### src/source/rv32i_mem_pkg.sv
// widths, funct3 codes and stage payloads for the memory slice
// stores use only f3_b, f3_h and f3_w
`default_nettype none

package rv32i_mem_pkg;

    // data and address width
    localparam int xlen = 32;

    // load/store width and sign
    typedef enum logic [2:0] {
        f3_b  = 3'd0,
        f3_h  = 3'd1,
        f3_w  = 3'd2,
        f3_bu = 3'd4,
        f3_hu = 3'd5
    } mem_f3_t;

    // EX/MEM payload
    typedef struct packed {
        logic            mem_we;
        logic            mem_re;
        mem_f3_t         funct3;
        // byte address, or ALU result for non-memory ops
        logic [xlen-1:0] alu_out;
        logic [xlen-1:0] rs2_v;
        logic [4:0]      rd;
    } ex_mem_payload_t;

    // MEM/WB payload
    typedef struct packed {
        logic            mem_re;
        logic            reg_we;
        mem_f3_t         funct3;
        // lane of the first addressed byte
        logic [1:0]      offset;
        logic [4:0]      rd;
        logic [xlen-1:0] alu_out;
    } mem_wb_payload_t;

endpackage

`default_nettype wire

### src/source/mem_access.sv
// memory stage: aligned word address, byte masks, lane-replicated store data
// misaligned halfword/word accesses are not supported and are flagged
`default_nettype none

module mem_access
    import rv32i_mem_pkg::*;
(
    input  wire logic             move,
    input  wire logic             valid,
    input  wire logic             mem_we,
    input  wire logic             mem_re,
    input  wire mem_f3_t          funct3,
    input  wire logic [xlen-1:0]  alu_out,
    input  wire logic [xlen-1:0]  rs2_v,
    output logic                  dmem_req,
    output logic [xlen-1:0]       dmem_addr,
    output logic [3:0]            dmem_rmask,
    output logic [3:0]            dmem_wmask,
    output logic [xlen-1:0]       dmem_wdata
);

    logic [1:0] offset;
    logic [3:0] lane_pat;
    logic [3:0] lane_mask;

    assign offset = alu_out[1:0];

    // strobe only for a live load or store on an advancing edge
    assign dmem_req = move && valid && (mem_we || mem_re);

    assign dmem_addr = {alu_out[xlen-1:2], 2'b00};

    // lanes touched by the access width
    always_comb begin
        case (funct3)
            f3_b, f3_bu: lane_pat = 4'b0001;
            f3_h, f3_hu: lane_pat = 4'b0011;
            default:     lane_pat = 4'b1111;
        endcase
    end

    assign lane_mask = lane_pat << offset;

    assign dmem_rmask = (dmem_req && mem_re) ? lane_mask : 4'b0000;
    assign dmem_wmask = (dmem_req && mem_we) ? lane_mask : 4'b0000;

    // store data copied into every lane, the mask picks
    always_comb begin
        case (funct3)
            f3_b:    dmem_wdata = {4{rs2_v[7:0]}};
            f3_h:    dmem_wdata = {2{rs2_v[15:0]}};
            default: dmem_wdata = rs2_v;
        endcase
    end

    // access contract, checked only when a request goes out
    always_comb begin
        if (dmem_req) begin
            assert (!(mem_we && mem_re))
                else $error("mem_access: load and store requested together");
            if (funct3 == f3_h || funct3 == f3_hu) begin
                assert (offset[0] == 1'b0)
                    else $error("mem_access: misaligned halfword at %h", alu_out);
            end
            if (funct3 == f3_w) begin
                assert (offset == 2'b00)
                    else $error("mem_access: misaligned word at %h", alu_out);
            end
        end
    end

endmodule

`default_nettype wire

### config.mk
export PLATFORM = sky130hd
export DESIGN_NAME = mem_access
export DESIGN_NICKNAME = d
export VERILOG_FILES = /design/src/source/rv32i_mem_pkg.sv /design/src/source/mem_access.sv
export SDC_FILE = /design/constraint.sdc
export NUM_CORES = 1
export LEC_CHECK = 0
export ABC_AREA = 1
export BUFFER_PORTS_ARGS = -buffer_cell sky130_fd_sc_hd__buf_2
export CAP_MARGIN = 20
export CORE_AREA = 2 2 56 58
export DETAILED_ROUTE_END_ITERATION = 6
export DIE_AREA = 0 0 58 60
export PLACE_DENSITY = 0.93
export SLEW_MARGIN = 15
export SYNTH_ARGS = -nofsm -noshare
export SYNTH_HDL_FRONTEND = slang
export SYNTH_SLANG_ARGS = --single-unit
### constraint.sdc
create_clock -name vclk -period 0.8
set_input_delay 0.04 -clock vclk [all_inputs]
set_output_delay 0.04 -clock vclk [all_outputs]
set_load 0.005 [all_outputs]
* Word-level counts from Yosys, hierarchy flattened
Cells that the tools add are included.
Cells by class: eq/ne operators 3, shift-type cells 1, muxes and demuxes 4, reductions and logical operators 8
Operators with widths (count):
- one-hot mux 32 bit (2 select lines) | 1
- 2-to-1 mux 4 bit | 2
- one-hot mux 4 bit (2 select lines) | 1
- equality test 3 bit, second input constant | 2
- logical AND 1 bit | 4
- OR reduction 2 bit | 2
- left shift 4 x 2 -> 4 bit | 1
- equality test 3 x 1 -> 1 bit, second input constant | 1
- zero test 3 bit | 1
- logical OR 1 bit | 1
Word-level totals: flip-flop bits (word level) 0, input port bits 71, output and inout bits 73, logic and storage cells 16

* Depth between registers and ports, before layout
depth in word-level cells 5, depth in mapped cells 5, gate-level depth less buffers 4

* Worst setup path before layout
OpenSTA, ideal clock, no wires.
path kind in2out, from input funct3[0], to output dmem_wdata[10], data arrival time 0.533 ns, required time 0.760 ns, setup slack 0.227 ns, stages 5, buffers on the path 1, cells stage by stage buf_4 -> inv_2 -> nand2_2 -> nand2_1 -> nand2_1
Between the ends: cells in the longest elaborated chain, start to end 2, elaborated cells on any way between the ends 3, those cells by class eq/ne (1); mux (1); reduce/logical (1)
RTL lines:
- start, declared | RTL line mem_access.sv:12 | input wire mem_f3_t funct3,
- equality test 3 x 1 -> 1 bit or zero test 3 bit (tied branches) | RTL line mem_access.sv:49 | case (funct3)
- one-hot mux 32 bit (2 select lines) * | RTL line mem_access.sv:49
- end, declared | RTL line mem_access.sv:19 | output logic [xlen-1:0] dmem_wdata
Every way passes the cells marked *; elsewhere a longest branch is shown, timed or not.

* Worst setup path in the final report
from input funct3[2], to output dmem_wdata[24]
Same word-level chain as after synthesis.

==> metrics.yaml <==
status: "complete, but fails checks"
violations_in_the_final_reports: "negative setup slack"
place_area_um2: 934.6
final_critical_path_setup_slack_ps: -48.74
ys_types: 12
gp_congestion: 0.7097
commonest_cells_after_routing_fill_and_taps_aside: "sky130_fd_sc_hd__buf_2 (80), sky130_fd_sc_hd__nand2_1 (54), sky130_fd_sc_hd__nand3_1 (21), sky130_fd_sc_hd__nor2_1 (9), sky130_fd_sc_hd__nand3_2 (5)"
slew_viol_final: 0
finalCritPeriodShare_pct: 106.1
cts.repair_timing.setup_buffer_count: 0
critPathRequiredTime_ps: 760
setup.worst_path.start_class: "input pin"
mostFrequentLayoutCell: "sky130_fd_sc_hd__buf_2"
grt_antenna_before_repair: 0
area.sequential_um2: 0
setup.worst_path.class: "in2out"
placement_rows: 20
mappedNetlistArea_um2: 774.5
clock_buffers: 0
finalSetupViolations: 10
netlist_top_cells_area: "sky130_fd_sc_hd__buf_4 (41%), sky130_fd_sc_hd__nand2_1 (27%), sky130_fd_sc_hd__nand3_1 (17%), sky130_fd_sc_hd__nor2_1 (4.4%), sky130_fd_sc_hd__buf_6 (2.9%)"
final_net_count: 262
finalCriticalPeriod_ps: 848.7
cp.arrival_ps: 810
layout.sequential_cells: 0
irDropWorstVdd_v: 0.0002227
antennaDiodeCount: 0
synth-seq-area-share_pct: 0
grt_first_pass_wirelength_mm: 3.946
first_global_vias: 911
grt_use_total_pct: 14.02
netlist_instances: 146
chipWidth_um: 58
layout-drive-gt1-share_pct: 52.38
detail_route.wirelength_mm: 2.575
hold_violations: 0
synth_largest_type_area_fraction_pct: 40.71
yosys_warnings: 0
worstPathMaxFanout: 16
post-route-cell-area_um2: 1003
coreArea_um2: 2903
grt_setup_unrepaired: "yes"
avgRoutedWirePerCell_um: 11.60
io_pins: 144
detail_routed_via_count_per_cell: 4.568
post-route-drc-count: 0
global_route.overflow_total: 0
synth_largest_area_cell: "sky130_fd_sc_hd__buf_4"
timing.max_cap.violations: 0
endpoint_kind: "output pin"
initial_cell_density_of_the_core_pct: 26.68
via_count: 1014
antenna_violating_nets_post_route: 0
dp.cells: 222
firstDrtPassIters: 4
die-area_um2: 3480
grt_start_max_net_pins: 17
area_growth_syn_to_layout_pct: 29.56
dpl.hpwl_mm: 2.126
detail_route.iter0.violations: 38
chipHeight_um: 60
timing.fmax_ghz: 1.178
leakagePower_nw: 0.6664
power-per-cell-area_nw_per_um2: 521.3
hold_class: "in2out"
finalNonFillerCells: 222
port_buffers: 82
syn_avg_cell_area_um2: 5.305
## cell usage after synthesis (all sizes together)
master	count
buf	44
conb	1
inv	4
nand2	58
nand3	27
nor2	10
nor3	2
## critical path, cell delays in order
cell and delay, ps:
sky130_fd_sc_hd__buf_6 100, sky130_fd_sc_hd__nor2_4 190, sky130_fd_sc_hd__buf_12 170, sky130_fd_sc_hd__nand3_1 110
sky130_fd_sc_hd__nand3_1 90, sky130_fd_sc_hd__buf_2 110
## report_power, final
group          total [mW]  switching (mW)  internal, mW  leakage [nW]
Clock                   0               0             0             0
Sequential              0               0             0             0
Combinational       0.523           0.267         0.256         0.666
## timing repair
item | 4_1_cts | 5_1_grt
gates resized for setup | 0 | 17
endpoints found under the setup margin | 15 | 21
hold buffers | 0 | 0
pin swaps | 0 | 2
## layout make-up
| type | count | area [um2] |
|---|---|---|
| fillers | 332 | 1899 |
| inverters | 4 | 20.02 |
| multi-input cells | 99 | 473.0 |
| well taps | 33 | 41.29 |
| repair buffers | 86 | 469.2 |
## through the flow
step / TNS (ps) / util [%] / hold WS [ps] / power (mW) / setup slack (ps)
5_1_grt: -791.7 / 34.57 / 80.01 / 0.5880 / -80.60
6_report: -145.8 / 34.57 / 80.00 / 0.5231 / -48.74
3_3_place_gp: -293.3 / 32.20 / 80.03 / 0.4905 / -32.12
2_1_floorplan: 0 / - / 114.2 / 0.3687 / 226.6
3_5_place_dp: -389.1 / 32.20 / 80.03 / 0.4965 / -35.02
4_1_cts: -401.6 / 32.20 / 80.03 / 0.4980 / -38.54
## worst paths after layout
kind,cells past startpoint,from,endpoint,slack [ps]
max,6,funct3[2],dmem_wdata[24],-50
min,0,alu_out[11],dmem_addr[11],80
## routing by layer
layer	share of wire (%)	up-vias	routed length [um]	track usage, %
met4	3.9	0	100	5.316
met2	51	66	1306	29.22
met5	0	-	0	0
li1	-	504	-	-
met1	35	434	898	12.87
met3	10	10	269	3.247
## logic make-up (layout without fill, tap and decap cells)
logic type	Yosys count	in the layout	share of synthesized area (%)
buf+inv	48	90	45.56
simple gates	97	97	53.96
other cells	1	2	0.4842
(Power assumes the default switching activity.)
