## src/source/rv32i_mem_pkg.sv

```systemverilog
// widths, funct3 codes and stage payloads for the memory slice
// stores use only f3_b, f3_h and f3_w
`default_nettype none

package rv32i_mem_pkg;

    // data and address width
    localparam int xlen = 32;

    // load/store width and sign
    typedef enum logic [2:0] {
        f3_b  = 3'd0,
        f3_h  = 3'd1,
        f3_w  = 3'd2,
        f3_bu = 3'd4,
        f3_hu = 3'd5
    } mem_f3_t;

    // EX/MEM payload
    typedef struct packed {
        logic            mem_we;
        logic            mem_re;
        mem_f3_t         funct3;
        // byte address, or ALU result for non-memory ops
        logic [xlen-1:0] alu_out;
        logic [xlen-1:0] rs2_v;
        logic [4:0]      rd;
    } ex_mem_payload_t;

    // MEM/WB payload
    typedef struct packed {
        logic            mem_re;
        logic            reg_we;
        mem_f3_t         funct3;
        // lane of the first addressed byte
        logic [1:0]      offset;
        logic [4:0]      rd;
        logic [xlen-1:0] alu_out;
    } mem_wb_payload_t;

endpackage

`default_nettype wire

```

## src/source/load_align.sv

```systemverilog
// writeback: lane select and extension for loads, alu_out for everything else
// offset must already be aligned for halfword and word loads
`default_nettype none

module load_align
    import rv32i_mem_pkg::*;
(
    input  wire logic             valid,
    input  wire logic             mem_re,
    input  wire logic             reg_we,
    input  wire mem_f3_t          funct3,
    input  wire logic [1:0]       offset,
    input  wire logic [4:0]       rd,
    input  wire logic [xlen-1:0]  alu_out,
    input  wire logic [xlen-1:0]  rdata,
    output logic                  wb_valid,
    output logic                  rd_we,
    output logic [4:0]            rd_addr,
    output logic [xlen-1:0]       rd_wdata
);

    logic [xlen-1:0] shifted;

    // addressed lane down to bit 0
    assign shifted = rdata >> {offset, 3'b000};

    always_comb begin
        if (mem_re) begin
            case (funct3)
                f3_b:    rd_wdata = {{(xlen-8){shifted[7]}}, shifted[7:0]};
                f3_bu:   rd_wdata = {{(xlen-8){1'b0}}, shifted[7:0]};
                f3_h:    rd_wdata = {{(xlen-16){shifted[15]}}, shifted[15:0]};
                f3_hu:   rd_wdata = {{(xlen-16){1'b0}}, shifted[15:0]};
                default: rd_wdata = shifted;
            endcase
        end else begin
            rd_wdata = alu_out;
        end
    end

    assign wb_valid = valid;
    assign rd_addr  = rd;

    // x0 never written
    assign rd_we = valid && reg_we && (rd != 5'd0);

endmodule

`default_nettype wire

```

## config.mk

```make
export PLATFORM = sky130hd
export DESIGN_NAME = load_align
export DESIGN_NICKNAME = d
export VERILOG_FILES = /design/src/source/rv32i_mem_pkg.sv /design/src/source/load_align.sv
export SDC_FILE = /design/constraint.sdc
export NUM_CORES = 1
export LEC_CHECK = 0
export BUFFER_PORTS_ARGS = -buffer_cell sky130_fd_sc_hd__buf_4
export CAP_MARGIN = 20
export CORE_AREA = 4 4 63 54
export DETAILED_ROUTE_END_ITERATION = 6
export DIE_AREA = 0 0 67 58
export GPL_TIMING_DRIVEN = 0
export PLACE_DENSITY = 0.84
export SYNTH_ARGS = -nofsm -noshare
export SYNTH_HDL_FRONTEND = slang
export SYNTH_SLANG_ARGS = --single-unit
```

## constraint.sdc

```tcl
create_clock -name vclk -period 2.5
set_clock_uncertainty 0.2 [all_clocks]
set_input_delay 0.375 -clock vclk [all_inputs]
set_output_delay 0.375 -clock vclk [all_outputs]
set_load 0.02 [all_outputs]
```

# Word level (Yosys, flattened, before mapping)
# Cells that the tools add are included.
[classes]
eq_ne = 3
shifts = 1
n_mux = 2
reduce_logical = 4
[op_table]
columns = ["cell", "n"]
rows = [
  ["case mux 32 bit (4 select lines)", 1],
  ["two-way mux 32 bit", 1],
  [">> shifter 32 x 5 -> 32 bit", 1],
  ["equality test 3 bit, second input constant", 2],
  ["nonzero test 5 bit", 1],
  ["equality test 3 x 1 -> 1 bit, second input constant", 1],
  ["logical NOT 3 bit", 1],
  ["logical AND 1 bit", 2],
]
[totals]
ff_bits = 0
input_bits = 77
output_inout_bits = 39
elab_cells = 10

# Logic depth before layout (Yosys ltp)
# Gate-level depths: netlist of the first run.
[logic_depth]
word_depth = 3
mapped_depth = 7
mapped_depth_nobuf = 4

# Worst setup path before layout of the first run
# No wires, ideal clock.
[synth_path]
path_type = "input -> output"
startpoint = "input port offset[0]"
endpoint = "output port rd_wdata[10]"
t_arrival_ps = 1503
required_ps = 1925
setup_slack_ps = 422
stages = 6
path_buffers = 2
cell_sequence = "buf_6 -> buf_4 -> nor2b_1 -> o2bb2ai_1 -> nand2_1 -> a21oi_1"
[synth_between]
elab_chain_cells = 3
[synth_rtl]
columns = ["item", "line_no", "source"]
rows = [
  ["start: declaration", "load_align.sv:12", "input wire logic [1:0] offset,"],
  [">> shifter 32 x 5 -> 32 bit", "load_align.sv:25", "assign shifted = rdata >> {offset, 3'b000};"],
  ["case mux 32 bit (4 select lines)", "load_align.sv:29", "case (funct3)"],
  ["two-way mux 32 bit", "load_align.sv:28", "if (mem_re) begin"],
  ["end: declaration", "load_align.sv:19", "output logic [xlen-1:0] rd_wdata"],
]
# No other way between the ends.

# Worst setup path after layout of the first run
[layout_path]
startpoint = "input port mem_re"
endpoint = "output port rd_wdata[23]"
[layout_between]
elab_chain_cells = 1
[layout_rtl]
columns = ["item", "line_no", "source"]
rows = [
  ["start: declaration", "load_align.sv:9", "input wire logic mem_re,"],
  ["two-way mux 32 bit", "load_align.sv:28", ""],
]
# No other way between the ends.

==> run summary, run 1 <==
The run finished with clean final reports. The repair_antennas step left the layout with diodes totalling 0. The run gives 0.627 as the relative slew slack. For this run, the number of Yosys warnings is 0. The region available for standard cell placement spans 2700 um^2. Setup repair after global routing left no endpoint under its margin.

The leakage power came out at 0.984 nW. The logs give 0.231 mW for the net load switching power and 0 ns for the summed negative setup slack over all endpoints. The violation count after the first detailed-routing iteration is 55. The first global-routing pass estimated 6830 um of wire. In the routed design, unresolved DRC markers number 0. Data on the critical path is required at its endpoint by 1.92 ns.

Summed over all nets, the half-perimeter wirelength after detailed placement is 3870 um. The distinct cell type count after synthesis came out at 26. Share of the core filled with cells: 0.717. The type of the worst min-delay path was in -> out.

The simple-gate area share of the yosys netlist works out to 0.250. The power per cell area was 247 nW/um^2; the area share of the largest cell type after synthesis was 0.144. Max-cap violations in this run came to 0.

The kind of critical path is in -> out. The sequential cells in the finished layout cover a total of 0 um^2. At the pin with the least slew margin, the transition time is 0.560 ns. The logs give 0 for the max-slew violation count and 0 for the post-cts sizing count. The mean cell area of the mapped netlist came out at 7.03 um^2. For this design, the CTS-stage hold fixing added 0 buffers.

The count of nets left with antenna violations once routing finished came out at 0. The share of total power consumed by net switching was 0.482; the overall via count from detail_route was 1517. The area enclosed by the die boundary is 3890 um^2, and the parity-gate share of the synthesized area counting xor and xnor cells is 0. The netlist area before placement is 1040 um^2. For the number of antenna violations at the first check in global routing, the log shows 0. Port buffering added 113 buffers. The final worst-path cycle share works out to 0.917. The synthesized design spends more area on one cell type than any other, namely sky130_fd_sc_hd__mux2i_1.

The number of endpoints with negative hold slack in the final report is 0. The average routed wire per standard cell is 15.3 um. The startpoint type of the worst setup path is an input pin. In the post-synthesis netlist, the biggest area contributors are sky130_fd_sc_hd__mux2i_1 (14%), sky130_fd_sc_hd__o22a_1 (13%), sky130_fd_sc_hd__mux2_2 (7.6%). 116 I/O pins were placed. Counting the clock-network buffers in the layout gives 0.

The die is 58 um tall. Of all nets on the critical path, the largest fanout is 10. The post-layout worst setup margin was 0.208 ns. For this run, the top clock speed supported by timing is 436 MHz. The cell-internal power came out at 0.248 mW.

The global-route usage over all layers was 0.215. Data on the critical path arrives at its endpoint at 1.72 ns. The path with the worst hold slack has its endpoint at rd_addr[0]. After detailed placement, the design holds a cell count of 299. The post-layout net count was 340; the maximum vdd drop was 0.142 mV. Power comes to 0.479 mW. Final hold slack: 0.841 ns. Sequential cells placed in the final layout were counted as 0.

The run gives 148 as the gate count of the mapped netlist. The final instance count without filler cells is 299, and the area added between synthesis and finish is 86.1%. After floorplanning, the core was divided into 17 placement rows.

The main combinational cell family by area after synthesis was compound AO/OA/AOI/OAI gates. The placed instances occupy a cell area of 1940 um^2. Entering global routing, the biggest net connects 11 pins. The via density per instance came out at 5.07. The total non-filler cell area in the finished layout was 1940 um^2; the via count of the first global-routing pass was 1458.

The weighted congestion at the end of routability-driven global placement came out at 0.847. The first detailed-routing pass ran for 4 iterations. The final layout contains routed wiring with a total length of 4570 um. The adder-cell share of the synthesized area works out to 0. The worst setup slack before clock tree synthesis was 0.197 ns; the hold-critical path depth was 3. The mux cell area share after synthesis is 0.249, and the horizontal die dimension is 67 um. The clock network power share was 0; the post-CTS setup repair buffer count was 0. The part of the power in combinational logic is 1.000, and the share of cells above drive strength 1 is 0.533. The number of nets handed over by synthesis was 225. The tools report the starting utilization of the core area as 0.385. The run gives 0 as the sequential share of the synthesized area. The final critical path time including I/O delays and setup was 2.29 ns; the portion of total power attributed to sequential cells was 0. In this run the most critical hold path is launched from rd[0]. The worst setup path is captured at an output port. After global routing the overflow that remains totals 0. The complex-gate fraction of the synthesized area is 0.377, and the number of setup violations in the final report is 0.
worst max-delay path: stages:
cell and delay [ns]:
sky130_fd_sc_hd__clkbuf_1 0.27, sky130_fd_sc_hd__nand2b_1 0.16, sky130_fd_sc_hd__o22ai_4 0.25, sky130_fd_sc_hd__o22ai_4 0.16, sky130_fd_sc_hd__buf_6 0.17, sky130_fd_sc_hd__o22a_1 0.18, sky130_fd_sc_hd__buf_4 0.16
metal layers:
layer  vias to the layer above  track usage  share of wire  routed length [um]
met1                       684        0.302           0.42                1930
met3                         2       0.0310          0.090                 413
met5                         -            0              0                   0
met2                        64        0.367           0.48                2210
li1                        767            -              -                   -
met4                         0      0.00578         0.0026                  12
cells by family (layout without fill, tap and decap cells):
kind of cell	count (synthesis)	in the layout
and+or+nand+nor	53	53
AOI/OAI and AO/OA	50	50
muxes	24	24
buffers and inverters	21	134
worst max-delay path by stage:
stage	start	to	slack (ns)	depth (start not counted)
final	mem_re	rd_wdata[23]	0.21	7
after global routing	offset[1]	rd_wdata[30]	0.09	7
after floorplan	offset[0]	rd_wdata[10]	0.42	6
after detailed placement	mem_re	rd_wdata[24]	0.20	7
after CTS	mem_re	rd_wdata[23]	0.20	7
after global placement	mem_re	rd_wdata[2]	0.20	4
Yosys cell counts:
cell                        count
sky130_fd_sc_hd__nor2_1        19
sky130_fd_sc_hd__or2_2          1
sky130_fd_sc_hd__or2_1          1
sky130_fd_sc_hd__o2bb2ai_1      6
sky130_fd_sc_hd__o22a_1        16
sky130_fd_sc_hd__mux2i_1       15
sky130_fd_sc_hd__o31a_1         1
sky130_fd_sc_hd__nand2b_1       3
sky130_fd_sc_hd__o22ai_4        2
sky130_fd_sc_hd__o22ai_1        1
sky130_fd_sc_hd__buf_1          1
sky130_fd_sc_hd__and2_1         8
sky130_fd_sc_hd__nand2_1       10
sky130_fd_sc_hd__o311a_1        1
sky130_fd_sc_hd__buf_4          8
sky130_fd_sc_hd__nand3b_1       1
sky130_fd_sc_hd__mux2_2         7
sky130_fd_sc_hd__a211oi_1       7
sky130_fd_sc_hd__mux2_4         2
sky130_fd_sc_hd__or3_1          1
sky130_fd_sc_hd__nor2b_1        9
sky130_fd_sc_hd__buf_2          4
sky130_fd_sc_hd__clkbuf_1       6
sky130_fd_sc_hd__o21a_1         1
sky130_fd_sc_hd__buf_6          2
sky130_fd_sc_hd__a21oi_1       15
layout make-up:
cell class / instances / area (um^2)
fill: 242 / 764
multi-input combinational: 127 / 912
tap: 38 / 47.5
timing repair buffer: 113 / 848
buffer: 21 / 129
power by group through the flow:
stage                     clock [mW]  sequential (mW)  combinational, mW
after floorplan                    0                0              0.257
after global placement             0                0              0.475
after detailed placement           0                0              0.479
after CTS                          0                0              0.481
after global routing               0                0              0.512
final                              0                0              0.479
cells in the final DEF, fill, tap and decap left out, types with 7 or more instances in the layout:
| cell | instances |
|---|---|
| sky130_fd_sc_hd__buf_4 | 121 |
| sky130_fd_sc_hd__nor2_1 | 19 |
| sky130_fd_sc_hd__o22a_1 | 16 |
| sky130_fd_sc_hd__mux2i_1 | 15 |
| sky130_fd_sc_hd__a21oi_1 | 15 |
| sky130_fd_sc_hd__nand2_1 | 10 |
| sky130_fd_sc_hd__nor2b_1 | 9 |
| sky130_fd_sc_hd__and2_1 | 8 |
| sky130_fd_sc_hd__a211oi_1 | 7 |
| sky130_fd_sc_hd__mux2_2 | 7 |
No activity file was read; power rests on OpenSTA's default activity.
==> run 2: changes to the inputs <==
- CELL_PAD_IN_SITES_DETAIL_PLACEMENT: not set -> 2
- CELL_PAD_IN_SITES_GLOBAL_PLACEMENT: not set -> 2
- CORE_AREA: 4 4 63 54 -> 4 4 93 77
- DIE_AREA: 0 0 67 58 -> 0 0 97 81
- PLACE_DENSITY: 0.84 -> 0.85
==> run summary, run 2 (synthesis results as in run 1) <==
The flow ran to the end, and the final reports show no timing, DRC or antenna violations. The first-pass GRT wire length came out at 9580 um (+40%). The run gives 0.100 ns (-0.0973 ns) as the worst setup slack before clock tree synthesis. Total of buffers placed on input and output ports: 113 (unchanged). The path with the worst hold slack has its endpoint at rd_addr[3]. The delay contributed by the slowest stage of the critical path works out to 0.31 ns (+0.04 ns).

The logs give 116 (unchanged) for the top-level port count and 0 (unchanged) for the number of clock-tree buffers in the layout. For the number of diodes added for antenna fixing, the log shows 0 (unchanged). The routing layer with the top usage in global route is met2.

For the number of endpoints with negative hold slack in the final report, the log shows 0 (unchanged). For the peak clock frequency supported by timing, the log shows 440 MHz (+0.96%). The average routed wire per standard cell is 17.6 um (+16%). The vertical die dimension came out at 81 um (+40%).

The tools report the max-slew violation count as 0 (unchanged). By startpoint and endpoint, the worst setup path is classified as in -> out. In this run the most critical hold path is launched from rd[3]. The hold-critical path depth was 3 (unchanged); the combined flip-flop and latch cell area was 0 um^2 (unchanged). The global-route usage over all layers is 0.150 (-0.0659). The post-layout worst setup margin is 0.230 ns (+0.0217 ns). Core box area: 6280 um^2 (+130%). The horizontal die dimension is 97 um (+45%). For the number of antenna violations at the first check in global routing, the log shows 0 (unchanged). The tools report the overall power after layout as 0.494 mW (+3.1%).

The area enclosed by the die boundary was 7860 um^2 (+100%); the final worst-path cycle share was 0.908 (-0.00868). The largest delay contributor family on the critical path was multiplexers. The worst endpoint required time is 1.92 ns (about the same). Setup repair after global routing left no endpoint under its margin. The commonest non-fill, non-tap cell in the layout was sky130_fd_sc_hd__buf_4. The logs give 0.987 nW (+0.30%) for the leakage power and 0 (unchanged) for the layout sequential cell count.

In the layout the commonest cells are sky130_fd_sc_hd__buf_4 (121), sky130_fd_sc_hd__nor2_1 (19), sky130_fd_sc_hd__o22a_1 (16). The number of buffers inserted for hold repair after clock tree synthesis is 0 (unchanged), and the starting utilization of the core area is 0.166 (-0.220). The post-cts sizing count is 0 (unchanged). The pin count of the biggest net entering global routing was 11 (unchanged).

The largest individual stage delay along the critical path comes from the cell sky130_fd_sc_hd__buf_2. The maximum vdd drop was 0.0666 mV (-53%); the via density per instance was 4.52 (-11%). The violation count after the first detailed-routing iteration is 11 (-80%), and the overall via count from detail_route is 1560 (+2.8%). Global routing usage on met1: 0.190 (-0.112). The logs give 0 (unchanged) for the DRC violation count after routing and 0 (unchanged) for the max-capacitance violation count.

The tools report the number of setup violations in the final report as 0 (unchanged). The run gives 0.281 (-0.0860) as the global-route track usage on met2. For the via count of the first global-routing pass, the log shows 1750 (+20%). The residual antenna-violating net count after detailed routing is 0 (unchanged).

The critical path goes through buf_6 -> buf_2 -> mux2i_1 -> a21oi_1 -> mux2_2 -> buf_4. Critical path buffer and inverter count: 3 (unchanged). Global routing usage on met3: 0.0292 (-0.00182). The post-CTS setup repair buffer count was 0 (unchanged). The tools report the length of the first detailed-routing pass in iterations as 3 (-1). Post-layout net count: 340 (unchanged).

The min-delay analysis places its worst path in the category in -> out. The logs give 26 (+9) for the total number of placement rows and 0 (unchanged) for the global-route congestion overflow total. The run gives 0.734 (-13%) as the weighted congestion at the end of routability-driven global placement.

From synthesis to final layout, the design area changed by 91.7%. The summed negative setup slack over all endpoints is 0 ns (unchanged), and the transition time at the pin with the least slew margin is 0.633 ns (+0.0732 ns). For the worst path arrival time, the log shows 1.70 ns (-0.02 ns). The relative slew slack is 0.578 (-0.0488).

The worst setup path is captured at an output port. The final critical path time including I/O delays and setup is 2.27 ns (-0.0217 ns), and the placed wire-length estimate is 5310 um (+37%). The tools report the startpoint type of the worst setup path as an input pin. The power per cell area is 248 nW/um^2 (about the same). The final routed wirelength across all metal layers came out at 6090 um (+33%). Maximum fanout along the worst path: 10 (unchanged).

Share of cells above drive strength 1: 0.536 (+0.00383).
## run 2: per-layer routing
layer / up-vias / wire [um]
li1: 762 / -
met1: 738 / 2600
met2: 60 / 3090
met3: 0 / 402
met4: 0 / 0
met5: - / 0
## run 2: tightest hold or removal path: cells and delay by family
| kind | cells | cell delay [ns] |
|---|---|---|
| buffers and inverters | 3 | 0.29 |
## run 2: how the worst max path moves through the flow
stage	from	endpoint	slack, ns	depth (start not counted)
after CTS	mem_re	rd_wdata[3]	0.09	4
after floorplan	offset[0]	rd_wdata[10]	0.42	6
final	offset[0]	rd_wdata[3]	0.23	6
after global placement	mem_re	rd_wdata[23]	0.13	7
after detailed placement	mem_re	rd_wdata[3]	0.10	4
after global routing	offset[1]	rd_wdata[24]	0.02	7
## run 2: area by class of cell
type                       count  area, um^2
fill                         772        4280
tap                           84         105
timing repair buffer         113         848
buffer                        21         130
multi-input combinational    127         912
## run 2: power breakdown
group | internal, mW | switching [mW]
sequential | 0 | 0
combinational | 0.249 | 0.246
clock | 0 | 0
total | 0.249 | 0.246
## run 2: stage by stage
step | area (um^2) | std cells | hold slack, ns | util
2_1_floorplan | 1040 | 148 | 0.663 | -
3_3_place_gp | 1990 | 345 | 0.845 | 0.318
3_5_place_dp | 1990 | 345 | 0.844 | 0.318
4_1_cts | 1990 | 345 | 0.845 | 0.318
5_1_grt | 2000 | 345 | 0.860 | 0.318
6_report | 2000 | 345 | 0.846 | 0.318
